File: src/hw/dct_pkg.sv
`default_nettype none

package dct_pkg;

    localparam int PIX_W   = 10;   // signed input pixel
    localparam int MID_W   = 16;   // row transform result in transpose memory
    localparam int OUT_W   = 13;   // final coefficient
    localparam int PAGE_AW = 7;    // page bit plus 6 in-block bits

    // cosine magnitudes, scaled by 2^16
    localparam logic [15:0] COEF_C3 = 16'd54491;
    localparam logic [15:0] COEF_S3 = 16'd36410;
    localparam logic [15:0] COEF_C4 = 16'd46341;
    localparam logic [15:0] COEF_C6 = 16'd25080;
    localparam logic [15:0] COEF_S6 = 16'd60547;
    localparam logic [15:0] COEF_C7 = 16'd12785;
    localparam logic [15:0] COEF_S7 = 16'd64277;

    // table word, stored raw and used as sign plus magnitude
    typedef union packed {
        logic [16:0] raw;
        struct packed {
            logic        neg;          // 1 for a negative coefficient
            logic [15:0] mag;
        } sm;
    } coef_word_u;

    localparam int ROW_FILL_CYC  = 8;  // samples per row
    localparam int D1D_LAT       = 6;  // latch strobe to output k=0
    localparam int COL_START_DLY = 2;  // last write and one ram read

endpackage

`default_nettype wire

File: src/hw/dct_transpose_ram.sv
`default_nettype none

module dct_transpose_ram (
    input  logic                        clk,
    input  logic                        i_we,
    input  logic                        i_re,
    input  logic [dct_pkg::PAGE_AW-1:0] i_waddr,
    input  logic [dct_pkg::PAGE_AW-1:0] i_raddr,
    input  logic [dct_pkg::MID_W-1:0]   i_wdata,
    output logic [dct_pkg::MID_W-1:0]   o_rdata
);

    logic [dct_pkg::MID_W-1:0] mem [2**dct_pkg::PAGE_AW];   // two 64-word pages

    always_ff @(posedge clk) begin
        if (i_we) begin
            mem[i_waddr] <= i_wdata;
        end
    end

    always_ff @(posedge clk) begin
        if (i_re) begin
            o_rdata <= mem[i_raddr];   // holds between blocks
        end
    end

endmodule

`default_nettype wire

File: config.mk
export PLATFORM = sky130hd
export DESIGN_NAME = dct_transpose_ram
export DESIGN_NICKNAME = d
export VERILOG_FILES = /design/src/hw/dct_pkg.sv /design/src/hw/dct_transpose_ram.sv
export SDC_FILE = /design/constraint.sdc
export NUM_CORES = 2
export LEC_CHECK = 0
export BUFFER_PORTS_ARGS = -buffer_cell sky130_fd_sc_hd__buf_2
export CORE_MARGIN = 3
export CORE_UTILIZATION = 44
export DETAILED_ROUTE_END_ITERATION = 7
export GPL_TIMING_DRIVEN = 0
export PLACE_DENSITY_LB_ADDON = 0.25
export SYNTH_ARGS = -nofsm -noshare
export SYNTH_HDL_FRONTEND = slang
export SYNTH_SLANG_ARGS = --single-unit
File: constraint.sdc
create_clock -name clk -period 3.55 [get_ports clk]
set_clock_uncertainty 0.2 [all_clocks]
set_input_delay 0.355 -clock clk [delete_from_list [all_inputs] [get_ports clk]]
set_output_delay 0.355 -clock clk [all_outputs]
set_load 0.005 [all_outputs]
==> flow_metrics.py <==
metrics = {
    "place": {
        "gp_congestion": 0.891,
        "placed_cells": 5593,
        "place_hpwl_um": 134000,
        "io_buffers": 38,
    },
    "clocking": {
        "clk-insertion-delay-late_ns": 0.85,
        "cts-root-buf": "clkbuf_16",
        "clkTransAtPathRegs_ns": 0.06,
        "cts_buffers": 201,
        "clk_path_buf_depth": 3,
        "htreeDepth": 4,
        "clock_sinks": 2064,
        "tritoncts": "built",
        "postCtsSetupRepairBufs": 0,
    },
    "final_layout": {
        "n_fill_cell": 13571,
        "final_nets": 3509,
        "final_cells": 5994,
        "drive_above_1_share": 0.380,
        "final_cell_mix": "2064 x edfxtp_1, 672 x mux4_2, 203 x clkbuf_16",
        "layout_commonest_cell": "edfxtp_1",
        "multi_input_area_mm2": 0.0164,
        "area.sequential_mm2": 0.0620,
        "syn_to_final_growth_pct": 16.2,
    },
    "power_and_ir_drop": {
        "p_int_mw": 40.6,
        "combPwrFrac": 0.053,
        "p_total_mw": 51.4,
        "ir_drop_uv": 519,
        "leakage_nw": 28.1,
        "p_sw_frac": 0.211,
        "p_per_area_mw_per_mm2": 563,
        "p_sw_mw": 10.8,
        "p_clk_frac": 0.422,
        "seqPwrFrac": 0.524,
    },
    "die": {
        "die-area_mm2": 0.184,
        "core_area_mm2": 0.177,
        "rows": 154,
        "initial_utilization": 0.445,
        "die_y_um": 429,
        "die_w_um": 429,
        "ios": 49,
    },
    "worst_setup_path": {
        "arrival_ns": 3.89,
        "path_cells": "clkbuf_1 -> clkbuf_4 -> clkbuf_2 -> mux4_2 -> mux4_2 -> mux4_2 -> mux2_2",
        "cp_slowest_cell": "clkbuf_4",
        "cp_max_fo": 10,
        "startpoint_type": "input pin",
        "crit_type": "in -> reg",
        "crit_top_cell": "mux4_2",
        "path_delay_family": "multiplexers",
        "worstPathRequired_ns": 3.91,
        "cp-end-kind": "flop",
        "path_buf_inv": 3,
        "max_stage_delay_ns": 0.62,
    },
    "run_status": {
        "status": "complete, no violations",
    },
    "drt": {
        "vias": 35943,
        "drtAntennaViolNets": 0,
        "dr.pass1.iters": 5,
        "vias_per_cell": 6.00,
        "routed_wl_um": 199000,
        "drt_iter0_markers": 5019,
        "drc": 0,
        "avgRoutedWirePerCell_um": 33.2,
    },
    "yosys": {
        "synthCells": 3086,
        "synth_fa_ha_area_frac": 0,
        "synth_top_cells_by_area": "edfxtp_1 79%, mux4_2 19%, nor2_1 0.58%",
        "yosys.area_share.simple": 0.00886,
        "synth_top_family_by_area": "multiplexers",
        "yosys_warnings": 0,
        "muxShareOfSynthArea": 0.195,
        "syn_nets": 3119,
        "yosysTopAreaCell": "edfxtp_1",
        "synth_xor_area_frac": 0,
        "synth_compound_area_frac": 0,
        "syn_area_mm2": 0.0787,
        "ys_seq_area_frac": 0.788,
        "synth_seq_cells": 2064,
        "synth_cell_types": 16,
        "yosysTopAreaCellShare": 0.788,
        "avgSynthCellArea_um2": 25.5,
    },
    "grt": {
        "grt_usage": 0.218,
        "antenna_found_initial": 27,
        "grt_max_degree": 89,
        "grt_first_pass_wirelength_um": 281000,
        "first_global_vias": 35999,
        "gr-total-overflow": 0,
    },
    "sta": {
        "hold_violations": 0,
        "grt_setup_unrepaired": "false",
        "min_period_ns": 3.53,
        "setup_viol": 0,
        "final_max_slew_viol_count": 0,
        "worst_hold_slack_ns": 0.0939,
        "fmax_mhz": 283,
        "slew_headroom": 0.121,
        "worst_slew_pin_slew_ns": 1.32,
        "period_share": 0.995,
    },
    "min_path": {
        "hold_class": "in -> reg",
    },
    "run": {
        "drv_cap": 0,
    },
}
flip-flops by register name (all words and copies together) (netlist names):
name	count
o_rdata	16
mem	2048
per-stage QoR:
stage	worst slack, ns	setup TNS [ns]	util	instance area [um^2]
after floorplan	0.361	0	-	78700
after global placement	-2.24	-961.28	0.462	81800
after detailed placement	-1.89	-48.38	0.477	84400
after CTS	0.00958	0	0.517	91400
after global routing	0.00943	0	0.517	91400
final	0.0190	0	0.517	91400
cells by family after synthesis:
| logic type | after synthesis |
|---|---|
| buffers and inverters | 164 |
| multiplexers | 688 |
| AND/OR/NAND/NOR | 170 |
| flip-flops | 2064 |
cell type report:
type / instances / share of cell area
antenna: 2 / 0.0000548
buffer: 164 / 0.00867
clock buffer: 238 / 0.0570
clock inverter: 141 / 0.0169
multi-input combinational: 858 / 0.179
sequential: 2064 / 0.678
tap: 2340 / 0.0320
timing repair buffer: 187 / 0.0282
final timing paths:
path	slack, ns	from	cells after the start	end
hold / removal	0.09	i_waddr[3]	3	mem[26][13]$_DFFE_PP_
setup / recovery	0.02	i_raddr[2]	7	o_rdata[15]$_DFFE_PP_
hold reg to reg	1.07	mem[107][6]$_DFFE_PP_	4	o_rdata[6]$_DFFE_PP_
setup reg to reg	0.52	mem[93][7]$_DFFE_PP_	4	o_rdata[7]$_DFFE_PP_
repair_timing:
item,in CTS,in global routing
cloned,0,0
gates resized for setup,50,10
endpoints found under the setup margin,16,11
hold endpoints to repair,808,0
hold buffers,20,0
worst min-delay path: cells and delay by family:
family / cells / cell delay, ns
AND/OR/NAND/NOR: 2 / 0.46
buffers and inverters: 1 / 0.14
per-layer routing:
| metal | track usage | up-vias | wire (um) |
|---|---|---|---|
| met4 | 0.0764 | 6 | 7450 |
| met2 | 0.336 | 1592 | 93900 |
| met1 | 0.314 | 19712 | 81300 |
| met3 | 0.0440 | 330 | 16500 |
| li1 | - | 14303 | - |
| met5 | 0 | - | 36 |
power groups by stage:
stage	logic, mW	registers [mW]	clock network (mW)
after floorplan	1.32	27.5	0
after global placement	2.61	27.5	0
after detailed placement	2.74	27.5	0
after CTS	2.77	27.0	22.1
after global routing	2.86	27.0	23.1
final	2.75	27.0	21.7
cell usage after synthesis (all sizes together):
library cell and instances:
nor3 9, mux4 672, or3 1, clkbuf 82, edfxtp 2064, nor2b 7
nand3 12, nand2b 2, buf 82, nand2 14, nand4 3, nor2 122
mux2 16
Note: power is estimated with default switching activity, not from simulation.
