==> config.mk <==
export PLATFORM = sky130hd
export DESIGN_NAME = dct_1d
export DESIGN_NICKNAME = d
export VERILOG_FILES = /design/src/hw/dct_pkg.sv /design/src/hw/dct_1d.sv
export SDC_FILE = /design/constraint.sdc
export NUM_CORES = 2
export LEC_CHECK = 0
export BUFFER_PORTS_ARGS = -buffer_cell sky130_fd_sc_hd__buf_2
export CAP_MARGIN = 20
export CORE_AREA = 2 2 240 266
export CTS_CLUSTER_SIZE = 20
export DETAILED_ROUTE_END_ITERATION = 7
export DIE_AREA = 0 0 242 268
export PLACE_DENSITY = 0.78
export SYNTH_ARGS = -nofsm -noshare
export SYNTH_HDL_FRONTEND = slang
export SYNTH_SLANG_ARGS = --single-unit
export TNS_END_PERCENT = 10
==> constraint.sdc <==
create_clock -name clk -period 13.9 [get_ports clk]
set_input_delay 2.085 -clock clk [delete_from_list [all_inputs] [get_ports clk]]
set_output_delay 2.085 -clock clk [all_outputs]
set_load 0.05 [all_outputs]
==> src/hw/dct_pkg.sv <==
`default_nettype none

package dct_pkg;

    localparam int PIX_W   = 10;   // signed input pixel
    localparam int MID_W   = 16;   // row transform result in transpose memory
    localparam int OUT_W   = 13;   // final coefficient
    localparam int PAGE_AW = 7;    // page bit plus 6 in-block bits

    // cosine magnitudes, scaled by 2^16
    localparam logic [15:0] COEF_C3 = 16'd54491;
    localparam logic [15:0] COEF_S3 = 16'd36410;
    localparam logic [15:0] COEF_C4 = 16'd46341;
    localparam logic [15:0] COEF_C6 = 16'd25080;
    localparam logic [15:0] COEF_S6 = 16'd60547;
    localparam logic [15:0] COEF_C7 = 16'd12785;
    localparam logic [15:0] COEF_S7 = 16'd64277;

    // table word, stored raw and used as sign plus magnitude
    typedef union packed {
        logic [16:0] raw;
        struct packed {
            logic        neg;          // 1 for a negative coefficient
            logic [15:0] mag;
        } sm;
    } coef_word_u;

    localparam int ROW_FILL_CYC  = 8;  // samples per row
    localparam int D1D_LAT       = 6;  // latch strobe to output k=0
    localparam int COL_START_DLY = 2;  // last write and one ram read

endpackage

`default_nettype wire

==> src/hw/dct_1d.sv <==
`default_nettype none

module dct_1d #(
    parameter int IN_W     = 10,
    parameter int PROD_LSB = 9,
    parameter int RND_BITS = 3,
    parameter int OUT_W_P  = 16
) (
    input  logic               clk,
    input  logic               i_valid,
    input  logic               i_latch,
    input  logic [IN_W-1:0]    i_x,
    output logic [OUT_W_P-1:0] o_y,
    output logic               o_valid
);

    logic signed [IN_W-1:0]             sr [8];      // sr[0] newest sample
    logic signed [IN_W-1:0]             xr [8];      // row captured on i_latch
    logic [2:0]                         k_q;         // output index at add/sub stage
    logic [2:0]                         k_d1;
    logic [2:0]                         k_d2;        // index at multiplier stage
    logic                               run_q;
    logic [4:0]                         v_pipe;
    logic signed [IN_W:0]               as_q [4];    // pair sum or difference
    logic [IN_W:0]                      mag_w [4];
    logic                               sgn_q [4];
    logic [IN_W-1:0]                    mag_q [4];   // truncated magnitude
    dct_pkg::coef_word_u                cw [4];
    logic [IN_W+16:0]                   prod [4];
    logic [IN_W+16-PROD_LSB:0]          slc [4];
    logic signed [IN_W+16-PROD_LSB:0]   p_q [4];     // signed scaled products
    logic signed [IN_W+17-PROD_LSB:0]   s_q [2];
    logic signed [RND_BITS+OUT_W_P-1:0] z_q;         // full sum before rounding

    function automatic dct_pkg::coef_word_u cw_make(
        input logic        neg,
        input logic [15:0] mag
    );
        dct_pkg::coef_word_u w;
        w.raw = {neg, mag};
        return w;
    endfunction

    always_ff @(posedge clk) begin
        if (i_valid) begin
            sr[0] <= i_x;
            for (int i = 1; i < 8; i++) begin
                sr[i] <= sr[i-1];
            end
        end
        if (i_latch) begin
            xr <= sr;
        end
    end

    always_ff @(posedge clk) begin
        k_q    <= i_latch ? 3'd0 : k_q + 3'd1;   // free running, aligned on latch
        k_d1   <= k_q;
        k_d2   <= k_d1;
        run_q  <= i_latch | (run_q & (k_q != 3'd7));
        v_pipe <= {v_pipe[3:0], run_q};
    end

    // x[7-j] is the oldest of the pair, even k sums and odd k differences
    always_ff @(posedge clk) begin
        for (int j = 0; j < 4; j++) begin
            if (k_q[0]) begin
                as_q[j] <= xr[7-j] - xr[j];
            end else begin
                as_q[j] <= xr[7-j] + xr[j];
            end
            sgn_q[j] <= as_q[j][IN_W];
            mag_q[j] <= mag_w[j][IN_W-1:0];   // msb dropped
        end
    end

    always_comb begin
        case (k_d2)
            3'd0: begin
                cw[0] = cw_make(1'b0, dct_pkg::COEF_C4);
                cw[1] = cw_make(1'b0, dct_pkg::COEF_C4);
                cw[2] = cw_make(1'b0, dct_pkg::COEF_C4);
                cw[3] = cw_make(1'b0, dct_pkg::COEF_C4);
            end
            3'd1: begin
                cw[0] = cw_make(1'b0, dct_pkg::COEF_S7);
                cw[1] = cw_make(1'b0, dct_pkg::COEF_C3);
                cw[2] = cw_make(1'b0, dct_pkg::COEF_S3);
                cw[3] = cw_make(1'b0, dct_pkg::COEF_C7);
            end
            3'd2: begin
                cw[0] = cw_make(1'b0, dct_pkg::COEF_S6);
                cw[1] = cw_make(1'b0, dct_pkg::COEF_C6);
                cw[2] = cw_make(1'b1, dct_pkg::COEF_C6);
                cw[3] = cw_make(1'b1, dct_pkg::COEF_S6);
            end
            3'd3: begin
                cw[0] = cw_make(1'b0, dct_pkg::COEF_C3);
                cw[1] = cw_make(1'b1, dct_pkg::COEF_C7);
                cw[2] = cw_make(1'b1, dct_pkg::COEF_S7);
                cw[3] = cw_make(1'b1, dct_pkg::COEF_S3);
            end
            3'd4: begin
                cw[0] = cw_make(1'b0, dct_pkg::COEF_C4);
                cw[1] = cw_make(1'b1, dct_pkg::COEF_C4);
                cw[2] = cw_make(1'b1, dct_pkg::COEF_C4);
                cw[3] = cw_make(1'b0, dct_pkg::COEF_C4);
            end
            3'd5: begin
                cw[0] = cw_make(1'b0, dct_pkg::COEF_S3);
                cw[1] = cw_make(1'b1, dct_pkg::COEF_S7);
                cw[2] = cw_make(1'b0, dct_pkg::COEF_C7);
                cw[3] = cw_make(1'b0, dct_pkg::COEF_C3);
            end
            3'd6: begin
                cw[0] = cw_make(1'b0, dct_pkg::COEF_C6);
                cw[1] = cw_make(1'b1, dct_pkg::COEF_S6);
                cw[2] = cw_make(1'b0, dct_pkg::COEF_S6);
                cw[3] = cw_make(1'b1, dct_pkg::COEF_C6);
            end
            default: begin
                cw[0] = cw_make(1'b0, dct_pkg::COEF_C7);
                cw[1] = cw_make(1'b1, dct_pkg::COEF_S3);
                cw[2] = cw_make(1'b0, dct_pkg::COEF_C3);
                cw[3] = cw_make(1'b1, dct_pkg::COEF_S7);
            end
        endcase
    end

    always_comb begin
        for (int j = 0; j < 4; j++) begin
            mag_w[j] = as_q[j][IN_W] ? -as_q[j] : as_q[j];
            prod[j]  = mag_q[j] * cw[j].sm.mag;           // top bit always zero
            slc[j]   = prod[j][IN_W+16:PROD_LSB];
        end
    end

    always_ff @(posedge clk) begin
        for (int j = 0; j < 4; j++) begin
            p_q[j] <= (sgn_q[j] ^ cw[j].sm.neg) ? -slc[j] : slc[j];
        end
        s_q[0] <= p_q[0] + p_q[1];   // sign extended adder tree
        s_q[1] <= p_q[2] + p_q[3];
        z_q    <= s_q[0] + s_q[1];
    end

    // round half up on the highest dropped bit
    assign o_y     = z_q[RND_BITS+OUT_W_P-1:RND_BITS] + z_q[RND_BITS-1];
    assign o_valid = v_pipe[4];

endmodule

`default_nettype wire

==> summary.md <==
| Metric | Value |
|---|---|
| Hold_sp | `v_pipe[3]` |
| Yosys top cell by area | `fa_1` |
| Slew HR | `between 20% and 30%` |
| Antenna violations before repair | `1` |
| Area added between synthesis and finish | `6.429%` |
| Gpl congestion | `between 0.8 and 0.9` |
| Initial DRC Count | `1872` |
| #FFs+latches synth | `390` |
| I/O pins | `30` |
| Post-CTS Setup Repair Bufs | `0` |
| Initial core utilization | `58.75%` |
| Crit path time final | `between 8 and 9 ns` |
| Clock root cell | `clkbuf_16` |
| CP max FO | `40` |
| DIE HEIGHT | `268 µm` |
| Hold Fails Final Rpt | `0` |
| Pin count of the biggest net entering global routing | `85` |
| DP HPWL | `60400 µm` |
| Hold crit path type | `flop to flop` |
| Nets | `between 4000 and 5000` |
| CTS tree | `yes` |
| DR top layer | `met5` |
| Fmax | `117.5 MHz` |
| RSZ-0062 raised after global routing | `no` |
| Clock tree buffer depth | `3` |
| Met1 Routed Length | `31980 µm` |
| EDFF count, synth | `160` |
| Antenna-violating nets left | `0` |
| 1st-pass router iterations | `6` |
| CP Capture Type | `flop` |
| Die area | `around 65000 µm²` |
| Maxcap violations | `0` |
| Asr flop ratio synth | `0%` |
| Crit path DAT | `8.97 ns` |
| First-pass GRT wire length | `129400 µm` |
| Total negative slack | `0 ns` |
| Number of buffers created by CTS | `43` |
| Skew-Pair Late Insertion Delay | `0.61 ns` |
| Layout cell share with drive strength beyond 1 | `4.635%` |
| Syn Area/Cell | `9.645 µm²` |
| Vias in the first global route | `between 20000 and 30000` |
| Worst Tran Pin Value | `around 1.1 ns` |
| Core Util, Final | `62.52%` |
| Post-Synthesis Cells | `3775` |
| Synth unique cells | `84` |
| Rows | `96` |
| Status | `finished clean` |
| Area fraction of the dominant cell type after synthesis | `24.30%` |
| WL final | `about 78000 µm` |
| Post-synthesis sequential area ratio | `25.84%` |
| Vias per Instance | `~5.5` |
| Total congestion overflow | `0` |
| CTS Hold Bufs | `0` |
| Port Buffers | `29` |
| Clk pin slew, worst setup/hold paths | `0.06 ns` |
| Routed wl met3 | `5744 µm` |
| Required time of the critical path | `14.36 ns` |
| Most frequent cell after synthesis | `inv_1` |
| Crit Path Category | `flop to flop` |
| Worst clock skew | `0.03786 ns` |
| Routed vias | `between 20000 and 30000` |
| Synth area leaders | `fa_1 (24%), edfxtp_1 (13%), dfxtp_1 (13%), ha_1 (12%), inv_1 (5.9%)` |
| H-tree level count | `2` |
| Clk sink count | `390` |
| Core area | `between 60000 and 70000 µm²` |
| CP Launch Type | `flop` |
| Fillers | `5052` |
| WL met2 | `about 37000 µm` |
| Ant diodes | `0` |
| Die Width | `242 µm` |
| Ys Warns | `0` |
| R2R Path Start | `k_d2[1]` |
| Final Slew Violations | `0` |
| Post-Syn Area | `36410 µm²` |
| Top cells by count, synth | `inv_1 (574), nand2_1 (443), fa_1 (442), ha_1 (345), and2_1 (252)` |
| Final Setup Violations | `0` |
| Tot GR Track Use | `roughly a quarter` |
| DRC viols | `0` |
| Routed len/inst | `16.96 µm` |
| CTS resizes | `0` |
| Final worst path period share | `61.22%` |
| Synth Net Count | `between 4000 and 5000` |
| CP Launch Point | `k_d2[1]` |
| Prevailing post-synth register cell | `dfxtp_1` |
## routing by layer
layer	GRT usage, %	up-vias
met5	0	-
met4	10.11	2
met3	4.135	204
met2	43.02	893
met1	30.99	12240
li1	-	12040
## cell families (layout without fill, tap and decap cells)
logic type                 after synthesis  in the layout  synth area share, %
DFF                                    390            390                25.84
buffers and inverters                  705            706                7.295
adders and majority gates              787            787                36.16
and+or+nand+nor                       1148           1148                15.40
muxes                                   10             10               0.2783
xor gates and xnor gates               287            287                6.904
AOI/OAI and AO/OA                      448            448                8.123
## layout make-up
type / instances / area, µm² / area share (%)
Tap cell: 833 / 1042 / 2.690
Clock inverter: 31 / 335.3 / 0.8653
Inverter: 574 / 2155 / 5.560
Sequential cell: 390 / 9410 / 24.28
Multi-Input combinational cell: 2680 / 24360 / 62.87
Timing Repair Buffer: 52 / 326.6 / 0.8427
Clock buffer: 49 / 1119 / 2.886
## metrics by stage
step           hold WS, ns  std cells  setup WS, ns  cell area (µm²)
2_1_floorplan       0.3096       3775         6.482            36410
3_3_place_gp        0.3119       4527         5.680            37280
3_5_place_dp        0.3149       4528         5.475            37290
4_1_cts             0.3172       4608         5.471            38740
5_1_grt             0.3244       4609         4.819            38750
6_report            0.3145       4609         5.391            38750
## worst max-delay path: stages (launching register included)
cell and delay, ns:
dfxtp_2 0.31, buf_4 0.29, buf_4 0.51, nand2_1 0.50, o21ai_0 0.20, buf_4 0.21
nand2_1 0.50, and2_1 0.41, fa_1 0.48, fa_1 0.52, inv_1 0.05, fa_1 0.54
fa_1 0.42, fa_1 0.48, inv_1 0.04, ha_1 0.37, nand2_1 0.09, or4_1 0.40
nand2_1 0.15, o21a_1 0.25, o21a_1 0.34, a221o_1 0.27, xor2_1 0.31, nor3_1 0.12
a311oi_1 0.28, o211ai_1 0.14, xor2_1 0.15
## worst paths after layout
| check | endpoint | depth (start not counted) | slack (ns) |
|---|---|---|---|
| min reg2reg | v_pipe[4] | 0 | 0.31 |
| max reg2reg | p_q[2][14] | 26 | 5.39 |
| min | v_pipe[4] | 0 | 0.31 |
| max | p_q[2][14] | 26 | 5.39 |
## registers in the layout, indices dropped and copies added (netlist names)
signal  count
v_pipe      5
as_q       44
z_q        17
s_q        38
sgn_q       4
sr         80
xr         80
p_q        72
run_q       1
k_q         3
k_d1        3
mag_q      40
k_d2        3
## cells in the final DEF, fill, tap and decap left out, types with 6 or more instances in the layout
cell type   synthesis  routed
nor3_1             57      57
and2_1            252     252
o21a_1             17      17
o211ai_1           11      11
mux2i_1             9       9
nand2_1           443     443
clkinvlp_4          0       6
a21oi_2             6       6
dfxtp_1           230     229
nor2_1            169     169
a31o_2              7       7
inv_1             574     574
or3_1              19      19
nand2b_1           36      36
o41ai_1             7       7
buf_4               2      24
o31ai_1            17      17
fa_1              442     442
xor2_1             84      83
nand3_1            36      36
a21o_1             43      43
a21oi_1           138     138
clkinv_2            0       6
a31oi_1            15      15
edfxtp_1          160     160
o21bai_1           22      22
a211oi_1            9       9
buf_2               2      27
nand4_1            11      11
nor2b_1            28      28
and3_1             53      53
o21ai_0            81      78
clkbuf_16           0      43
ha_1              345     345
xnor2_1           203     203
a21boi_0           10      10
or2_2              10      10
Power is not shown: default switching activity piles up to over one toggle a cycle in this logic, so the estimate is an artifact.
