File: src/hw/dct_pkg.sv
`default_nettype none

package dct_pkg;

    localparam int PIX_W   = 10;   // signed input pixel
    localparam int MID_W   = 16;   // row transform result in transpose memory
    localparam int OUT_W   = 13;   // final coefficient
    localparam int PAGE_AW = 7;    // page bit plus 6 in-block bits

    // cosine magnitudes, scaled by 2^16
    localparam logic [15:0] COEF_C3 = 16'd54491;
    localparam logic [15:0] COEF_S3 = 16'd36410;
    localparam logic [15:0] COEF_C4 = 16'd46341;
    localparam logic [15:0] COEF_C6 = 16'd25080;
    localparam logic [15:0] COEF_S6 = 16'd60547;
    localparam logic [15:0] COEF_C7 = 16'd12785;
    localparam logic [15:0] COEF_S7 = 16'd64277;

    // table word, stored raw and used as sign plus magnitude
    typedef union packed {
        logic [16:0] raw;
        struct packed {
            logic        neg;          // 1 for a negative coefficient
            logic [15:0] mag;
        } sm;
    } coef_word_u;

    localparam int ROW_FILL_CYC  = 8;  // samples per row
    localparam int D1D_LAT       = 6;  // latch strobe to output k=0
    localparam int COL_START_DLY = 2;  // last write and one ram read

endpackage

`default_nettype wire

File: src/hw/dct_col_timer.sv
`default_nettype none

module dct_col_timer (
    input  logic                        clk,
    input  logic                        i_arst_n,
    input  logic                        i_blk_done,
    input  logic                        i_page,
    output logic                        o_re,
    output logic                        o_row_latch,
    output logic                        o_dv,
    output logic                        o_pre_first_out,
    output logic [dct_pkg::PAGE_AW-1:0] o_raddr
);

    logic       pend_page_q;   // page finished by stage 1, not yet read
    logic       st_act_q;
    logic [1:0] st_q;          // start delay countdown
    logic       rd_go;
    logic       rd_act_q;
    logic [5:0] rc_q;          // read counter, row in low bits
    logic       rd_page_q;
    logic [1:0] lat_pipe_q;    // ram read plus shift register
    logic       dv_q;
    logic [5:0] dv_cnt_q;

    assign rd_go = st_act_q & (st_q == 2'd0);

    // 8th word of a column enters the shift register two cycles after its read
    assign o_pre_first_out = rd_act_q &
                             (rc_q == 6'(dct_pkg::ROW_FILL_CYC + dct_pkg::D1D_LAT));

    always_ff @(posedge clk or negedge i_arst_n) begin
        if (!i_arst_n) begin
            pend_page_q <= 1'b0;
            st_act_q    <= 1'b0;
            st_q        <= '0;
            rd_act_q    <= 1'b0;
            rc_q        <= '0;
            rd_page_q   <= 1'b0;
            lat_pipe_q  <= '0;
            dv_q        <= 1'b0;
            dv_cnt_q    <= '0;
        end else begin
            if (i_blk_done) begin
                pend_page_q <= i_page;
                st_act_q    <= 1'b1;
                st_q        <= 2'(dct_pkg::COL_START_DLY - 2);
            end else if (st_act_q) begin
                st_q <= st_q - 2'd1;
                if (st_q == 2'd0) begin
                    st_act_q <= 1'b0;
                end
            end
            // page switches only after the previous block's last read
            if (rd_go) begin
                rd_page_q <= pend_page_q;
            end
            rd_act_q <= rd_go | (rd_act_q & (rc_q != 6'd63));
            if (rd_act_q) begin
                rc_q <= rc_q + 6'd1;
            end
            lat_pipe_q <= {lat_pipe_q[0],
                           rd_act_q & (rc_q[2:0] == 3'(dct_pkg::ROW_FILL_CYC - 1))};
            dv_q <= o_pre_first_out | (dv_q & (dv_cnt_q != 6'd63));   // 64 outputs
            if (dv_q) begin
                dv_cnt_q <= dv_cnt_q + 6'd1;
            end
        end
    end

    assign o_re        = rd_act_q;
    assign o_raddr     = {rd_page_q, rc_q[2:0], rc_q[5:3]};   // transposed order
    assign o_row_latch = lat_pipe_q[1];
    assign o_dv        = dv_q;

endmodule

`default_nettype wire

File: config.mk
export PLATFORM = sky130hd
export DESIGN_NAME = dct_col_timer
export DESIGN_NICKNAME = d
export VERILOG_FILES = /design/src/hw/dct_pkg.sv /design/src/hw/dct_col_timer.sv
export SDC_FILE = /design/constraint.sdc
export NUM_CORES = 1
export LEC_CHECK = 0
export BUFFER_PORTS_ARGS = -buffer_cell sky130_fd_sc_hd__clkbuf_2
export CORE_MARGIN = 8
export CORE_UTILIZATION = 29
export CTS_CLUSTER_SIZE = 12
export DETAILED_ROUTE_END_ITERATION = 8
export GPL_ROUTABILITY_DRIVEN = 0
export HOLD_SLACK_MARGIN = 0.1
export PLACE_DENSITY_LB_ADDON = 0.3
export SYNTH_ARGS = -nofsm -noshare
export SYNTH_HDL_FRONTEND = slang
export SYNTH_SLANG_ARGS = --single-unit
File: constraint.sdc
create_clock -name clk -period 2.2 [get_ports clk]
set_input_delay 0.11 -clock clk [delete_from_list [all_inputs] [get_ports clk]]
set_output_delay 0.11 -clock clk [all_outputs]
set_load 0.01 [all_outputs]
==> results of run 1 <==
metrics by stage:
stage                     hold WS, ns  util (%)
after detailed placement       0.1101     33.76
final                          0.3036     35.62
after CTS                      0.3232     35.62
after global routing           0.3590     35.62
after floorplan               -0.1856         -
after global placement         0.1158     33.76
registers in the layout, indices dropped and copies added, names as in the netlist:
register     count
dv_cnt_q         6
lat_pipe_q       2
o_dv             1
o_re             1
pend_page_q      1
rc_q             6
rd_page_q        1
st_act_q         1
st_q             2
per-layer routing:
layer  part of all wire, %  GRT usage [%]
met3                   4.2          2.617
met5                     0              0
met2                    44          9.027
met4                  0.81          2.041
met1                    51          8.462
report_power, final:
group          internal, W  switching, W
combinational     0.000254      0.000238
sequential        0.000555      0.000200
clock            0.0000705      0.000108
worst max-delay path by stage:
stage | cells after the start | startpoint | to
after CTS | 5 | rc_q[0]$_DFFE_PN0P_ | o_pre_first_out
after floorplan | 3 | rc_q[0]$_DFFE_PN0P_ | rc_q[2]$_DFFE_PN0P_
after global placement | 3 | rc_q[0]$_DFFE_PN0P_ | rc_q[2]$_DFFE_PN0P_
after detailed placement | 3 | rc_q[0]$_DFFE_PN0P_ | rc_q[2]$_DFFE_PN0P_
after global routing | 5 | rc_q[0]$_DFFE_PN0P_ | o_pre_first_out
final | 5 | rc_q[0]$_DFFE_PN0P_ | o_pre_first_out
layout by cell type (no fill, tap or decap), drive strengths merged:
cell type / count
nand4: 4
a211oi: 1
a21o: 1
a21oi: 1
nand2: 8
xnor2: 6
nor4: 1
o21ai: 2
nand3: 3
dlygate4sd3: 3
ha: 5
nand2b: 1
and2: 1
clkbuf: 18
nor2: 5
xor2: 4
inv: 4
mux2: 4
dfrtp: 21
critical path: cells and delay by family (launching register included):
family	cells	cell delay (ns)
AND/OR/NAND/NOR	2	0.25
buffers and inverters	2	0.26
flip-flops	1	0.46
adder cells (fa/ha/maj)	1	0.14
logic make-up (layout without fill, tap and decap cells):
group / Yosys count / count (layout) / synth area share (%)
buf+inv: 7 / 25 / 4.211
flops: 21 / 21 / 57.06
xor+xnor: 10 / 10 / 9.510
fa+ha+maj: 5 / 5 / 6.793
compound gates: 5 / 5 / 3.261
mux: 4 / 4 / 4.891
simple gates: 23 / 23 / 14.27
timing repair:
action	in CTS	in global routing
hold endpoints to repair	25	0
resized for setup	0	0
hold buffers	3	0
area by class of cell:
cell class,count,area share (%)
Sequential cell,21,48.72
Multi-Input combinational cell,47,33.06
Timing Repair Buffer,17,9.281
Tap cell,44,5.104
Clock buffer,4,2.436
Inverter,4,1.392
==> impl_metrics.toml, run 1 <==
[status]
outcome = "completed"

[critical_path]
critPathSlowestCell = "sky130_fd_sc_hd__dfrtp_1"
cp_max_fo = 5
crit_type = "reg -> out"
timing.critical_path.arrival_ns = 1.39
timing.critical_path.to_type = "output port"
rr_worst_depth = 3
cp_slowest_stage_delay_ns = 0.46
critical_path.reg2reg.startpoint = "rc_q[0]$_DFFE_PN0P_"
reg2reg_to = "rc_q[2]$_DFFE_PN0P_"
critical_path.cell_chain = "inv_1, ha_1, nand2_1, nor4_4, clkbuf_2"
worstSetupStartpointType = "flop"
timing.critical_path.required_ns = 2.09
rrSetupSlack_ns = 0.82

[routing]
firstDrtPassIters = 4
post-route-drc-count = 0
route.detailed.vias_per_inst = 4.109
via_count = 563
wl_per_cell_um = 10.80
drtAntennaViolNets = 0
drtIter0Drc = 27
wl_mm = 1.480

[floorplan]
floorplan.rows = 20
die_h_um = 72.35
floorplan.core_area_um2 = 3028
die-area_um2 = 5235
initial_utilization_pct = 30.41
ios = 15
floorplan.die.width_um = 72.35

[hold_path]
worstHoldPathType = "in -> async"

[grt]
groute.usage.overall_pct = 6.372
first_global_vias = 575
wire_length_of_the_first_global_routing_pass_mm = 2.677
grt_max_degree = 22
global_route.overflow_total = 0
grt_antenna_before_repair = 0

[logic_synthesis]
synthTopCellsByArea = "sky130_fd_sc_hd__dfrtp_1 (57%), sky130_fd_sc_hd__ha_1 (6.8%), sky130_fd_sc_hd__xnor2_1 (5.7%)"
synth.avg_cell_area_um2 = 12.28
fraction_of_registers_with_async_set_reset_pct = 100.0
synth_cell_types = 22
syn-cell-area_um2 = 920.9
synthDominantAreaCellType = "sky130_fd_sc_hd__dfrtp_1"
sequential_fraction_of_the_synthesis_area_pct = 57.07
synthCells = 75
yosysWarnings = 0
synth_edf_count = 0
synth.ff_latch_count = 21
yosysMostFrequentCell = "sky130_fd_sc_hd__dfrtp_1"
synth_top_cell_area_share_pct = 57.07
synth.net_count = 84
yosys_most_used_dff = "sky130_fd_sc_hd__dfrtp_1"
ranking_of_synthesized_cells_by_instance_count = "sky130_fd_sc_hd__dfrtp_1 (21), sky130_fd_sc_hd__nand2_1 (7), sky130_fd_sc_hd__xnor2_1 (6)"

[clocking]
clkLatencyLatePin_ns = 0.29
tritoncts_num_sinks = 21
cts.path.max_buffers = 2
cts_tree = "done"
cts.clk_slew.worst_paths_ns = 0.11
cts-root-buf = "sky130_fd_sc_hd__clkbuf_4"
cts_buffer_count = 3
clock_tree.htree_level_count = 1
cts_post_setup_buffers_inserted = 0

[sta]
timing.clock.skew_ns = 0.0005842
worst_slack_ns = 0.6957
finalSetupTns_ns = 0
post-route-period-util_pct = 68.38
fmaxAchievable_ghz = 0.6648
min_clock_period_post_route_ns = 1.504
final_max_slew_viols = 0
final-setup-viol-count = 0
rsz0062_at_grt = "no"
max_slew_margin_pct = 66.41
fin_hold_viols = 0
tightestPinTransition_ns = 0.5038

[layout]
finish.cell_count_without_fillers = 137
area_growth_pct = 17.12
regArea_um2 = 525.5
antenna_cells_inserted = 0
filler_cell_count = 301
finalInstanceArea_um2 = 1079
share_of_cells_above_drive_strength_1_pct = 21.51
multi_input_comb_area_um2 = 356.6
final_nets = 103

[placement]
numPlacedInstances = 130
place_ws_ns = 0.8279
placed_area_um2 = 1022
port-buffer-count = 14
place.detailed.hpwl_mm = 1.140

[power_and_ir_drop]
p_per_area_nw_per_um2 = 1323
totalPowerFinal_w = 0.001427
static-leakage-power_nw = 0.4910
worst_ir_drop_vdd_mv = 0.5262

[job]
timing.max_cap.violations = 0
Power figures use the tool's default switching activity.
==> inputs of run 2 (changes only) <==
--- a/config.mk
+++ b/config.mk
@@ -5,6 +5,7 @@
 export SDC_FILE = /design/constraint.sdc
 export NUM_CORES = 1
 export LEC_CHECK = 0
+export ABC_AREA = 1
 export BUFFER_PORTS_ARGS = -buffer_cell sky130_fd_sc_hd__clkbuf_2
 export CORE_MARGIN = 8
 export CORE_UTILIZATION = 29
==> constraint.sdc (replaced) <==
create_clock -name clk -period 1.3 [get_ports clk]
set_input_delay 0.065 -clock clk [delete_from_list [all_inputs] [get_ports clk]]
set_output_delay 0.065 -clock clk [all_outputs]
set_load 0.01 [all_outputs]
==> impl_metrics.toml, run 2 <==
[routing]
wl_mm = 1.600
wl_per_cell_um = 9.697
via_count = 670
route.detailed.vias_per_inst = 4.061
drtAntennaViolNets = 0
firstDrtPassIters = 4
post-route-drc-count = 0
drtIter0Drc = 41

[floorplan]
floorplan.core_area_um2 = 3078
die_h_um = 73.15
ios = 15
initial_utilization_pct = 30.77
die-area_um2 = 5351
floorplan.rows = 20
floorplan.die.width_um = 73.15

[power_and_ir_drop]
p_per_area_nw_per_um2 = 994.0
portion_of_total_power_attributed_to_combinational_logic_pct = 10.8
p_clk_share_pct = 26.9
p_int_w = 0.0008581
worst_ir_drop_vdd_mv = 0.4995
swShare_pct = 24.92
p_sw_w = 0.0002848
static-leakage-power_nw = 0.6141
power.share.sequential_pct = 62.3

[logic_synthesis]
synth.avg_cell_area_um2 = 9.665
yosysMostFrequentCell = "sky130_fd_sc_hd__nand2_1"
yosys_most_used_dff = "sky130_fd_sc_hd__dfrtp_1"
synth.ff_latch_count = 21
synth_edf_count = 0
ranking_of_synthesized_cells_by_instance_count = "sky130_fd_sc_hd__nand2_1 (25), sky130_fd_sc_hd__dfrtp_1 (21), sky130_fd_sc_hd__inv_1 (16)"
synth.net_count = 107
sequential_fraction_of_the_synthesis_area_pct = 55.48
yosysWarnings = 0
syn-cell-area_um2 = 947.2
synthTopCellsByArea = "sky130_fd_sc_hd__dfrtp_1 (55%), sky130_fd_sc_hd__nand2_1 (9.9%), sky130_fd_sc_hd__ha_1 (6.6%)"
synth_top_cell_area_share_pct = 55.48
fraction_of_registers_with_async_set_reset_pct = 100.0
synthCells = 98
synth_cell_types = 16
synthDominantAreaCellType = "sky130_fd_sc_hd__dfrtp_1"

[sta]
worst_slack_ns = 0.01040
post-route-period-util_pct = 99.20
min_clock_period_post_route_ns = 1.290
tightestPinTransition_ns = 0.5012
fin_hold_viols = 0
tightest_hold_margin_ns = 0.2478
fmaxAchievable_ghz = 0.7754
final-setup-viol-count = 0
max_slew_margin_pct = 66.59
timing.clock.skew_ns = 0.005232
rsz0062_at_grt = "yes"
final_max_slew_viols = 0

[layout]
multi_input_comb_area_um2 = 349.1
finish.cell_count_without_fillers = 165
final_nets = 131
antenna_cells_inserted = 0
layout_commonest_cell = "sky130_fd_sc_hd__nand2_1"
regArea_um2 = 525.5
filler_cell_count = 298
area_growth_pct = 21.40
share_of_cells_above_drive_strength_1_pct = 21.49
most-common-layout-cells = "sky130_fd_sc_hd__nand2_1 (25), sky130_fd_sc_hd__dfrtp_1 (21), sky130_fd_sc_hd__inv_1 (16), sky130_fd_sc_hd__clkbuf_2 (13), sky130_fd_sc_hd__o21ai_0 (8)"
largest_registers = "dv_cnt_q: 6 flops, rc_q: 6 flops"

[grt]
wire_length_of_the_first_global_routing_pass_mm = 3.001
first_global_vias = 680
grt_antenna_before_repair = 0
groute.usage.overall_pct = 7.056
global_route.overflow_total = 0
grt_max_degree = 22

[critical_path]
timing.critical_path.to_type = "output port"
cp_max_fo = 2
crit_type = "reg -> out"
worstSetupStartpointType = "flop"
timing.critical_path.arrival_ns = 1.22
timing.critical_path.required_ns = 1.24

[clocking]
cts-root-buf = "sky130_fd_sc_hd__clkbuf_4"
cts.clk_slew.worst_paths_ns = 0.12
cts_buffer_count = 3
clkLatencyLatePin_ns = 0.30
clock_tree.htree_level_count = 1
cts_tree = "done"
cts.path.max_buffers = 2
tritoncts_num_sinks = 21

[hold_path]
worstHoldPathType = "in -> async"

[status]
outcome = "completed"

[placement]
place_ws_ns = 0.1336
numPlacedInstances = 154
port-buffer-count = 14
place.detailed.hpwl_mm = 1.166

[job]
timing.max_cap.violations = 0
==> run 2: repair_timing <==
item	4_1_cts	5_1_grt
endpoints found under the setup margin	1	2
buffers inserted	3	0
resized for setup	0	2
pin swaps	2	1
endpoints found under the hold margin	25	0
gates cloned	0	0
hold buffers	4	0
==> run 2: per-stage QoR <==
stage | util [%] | total power (W) | area (µm²) | TNS (ns)
6_report | 37.36 | 0.001143 | 1150 | 0
5_1_grt | 37.36 | 0.001230 | 1150 | -0.1144
4_1_cts | 37.28 | 0.001171 | 1147 | -0.02898
3_5_place_dp | 34.35 | 0.0008431 | 1057 | 0
3_3_place_gp | 34.35 | 0.0008365 | 1057 | 0
2_1_floorplan | - | 0.0008127 | 947.2 | 0
==> run 2: cell families (layout without fill, tap and decap cells) <==
logic type	Yosys count	count (layout)	share of synthesized area, %
flip-flops	21	21	55.48
XOR/XNOR	7	7	6.473
AND/OR/NAND/NOR	37	37	17.44
adder cells (fa/ha/maj)	5	5	6.605
multiplexers	1	1	1.189
AO/OA/AOI/OAI	9	9	4.888
buffers and inverters	18	41	7.926
==> run 2: layout make-up <==
| class | count | share of cell area, % |
|---|---|---|
| sequential | 21 | 45.70 |
| multi-input combinational | 59 | 30.36 |
| clock buffer | 3 | 1.959 |
| timing repair buffer | 21 | 11.53 |
| inverter | 16 | 5.223 |
| clock inverter | 1 | 0.4353 |
| tap | 44 | 4.788 |
==> run 2: worst paths after layout <==
kind	endpoint	cells after the start	from	slack [ns]
min in group clk	lat_pipe_q[1]$_DFF_PN0_	0	lat_pipe_q[0]$_DFF_PN0_	0.36
hold / removal	st_act_q$_DFF_PN0_	2	i_arst_n	0.25
setup / recovery	o_pre_first_out	5	rc_q[0]$_DFFE_PN0P_	0.01
max in group asynchronous	rc_q[2]$_DFFE_PN0P_	2	i_arst_n	0.71
setup reg to reg	rc_q[2]$_DFFE_PN0P_	5	rc_q[1]$_DFFE_PN0P_	0.08
hold reg to reg	lat_pipe_q[1]$_DFF_PN0_	0	lat_pipe_q[0]$_DFF_PN0_	0.36
==> run 2: critical path, stage by stage (launching register included) <==
cell                      delay, ns
sky130_fd_sc_hd__dfrtp_1       0.39
sky130_fd_sc_hd__inv_1         0.06
sky130_fd_sc_hd__ha_1          0.14
sky130_fd_sc_hd__nand4_1       0.10
sky130_fd_sc_hd__nor2_1        0.11
sky130_fd_sc_hd__buf_2         0.13
==> run 2: power groups by stage <==
stage | combinational (W) | clock (W) | sequential [W]
floorplan | 0.0000938 | 0 | 0.000719
global placement | 0.000114 | 0 | 0.000722
detailed placement | 0.000120 | 0 | 0.000723
CTS | 0.000128 | 0.000330 | 0.000713
global route | 0.000152 | 0.000359 | 0.000719
finish | 0.000123 | 0.000307 | 0.000712
==> run 2: per-layer routing <==
layer  share of wire (%)  global-route usage, %  vias up
li1                    -                      -      352
met1                  50                  8.380      302
met2                  45                  11.42       16
met3                 4.9                  3.159        0
met4                   0                  1.333        0
met5                   0                      0        -
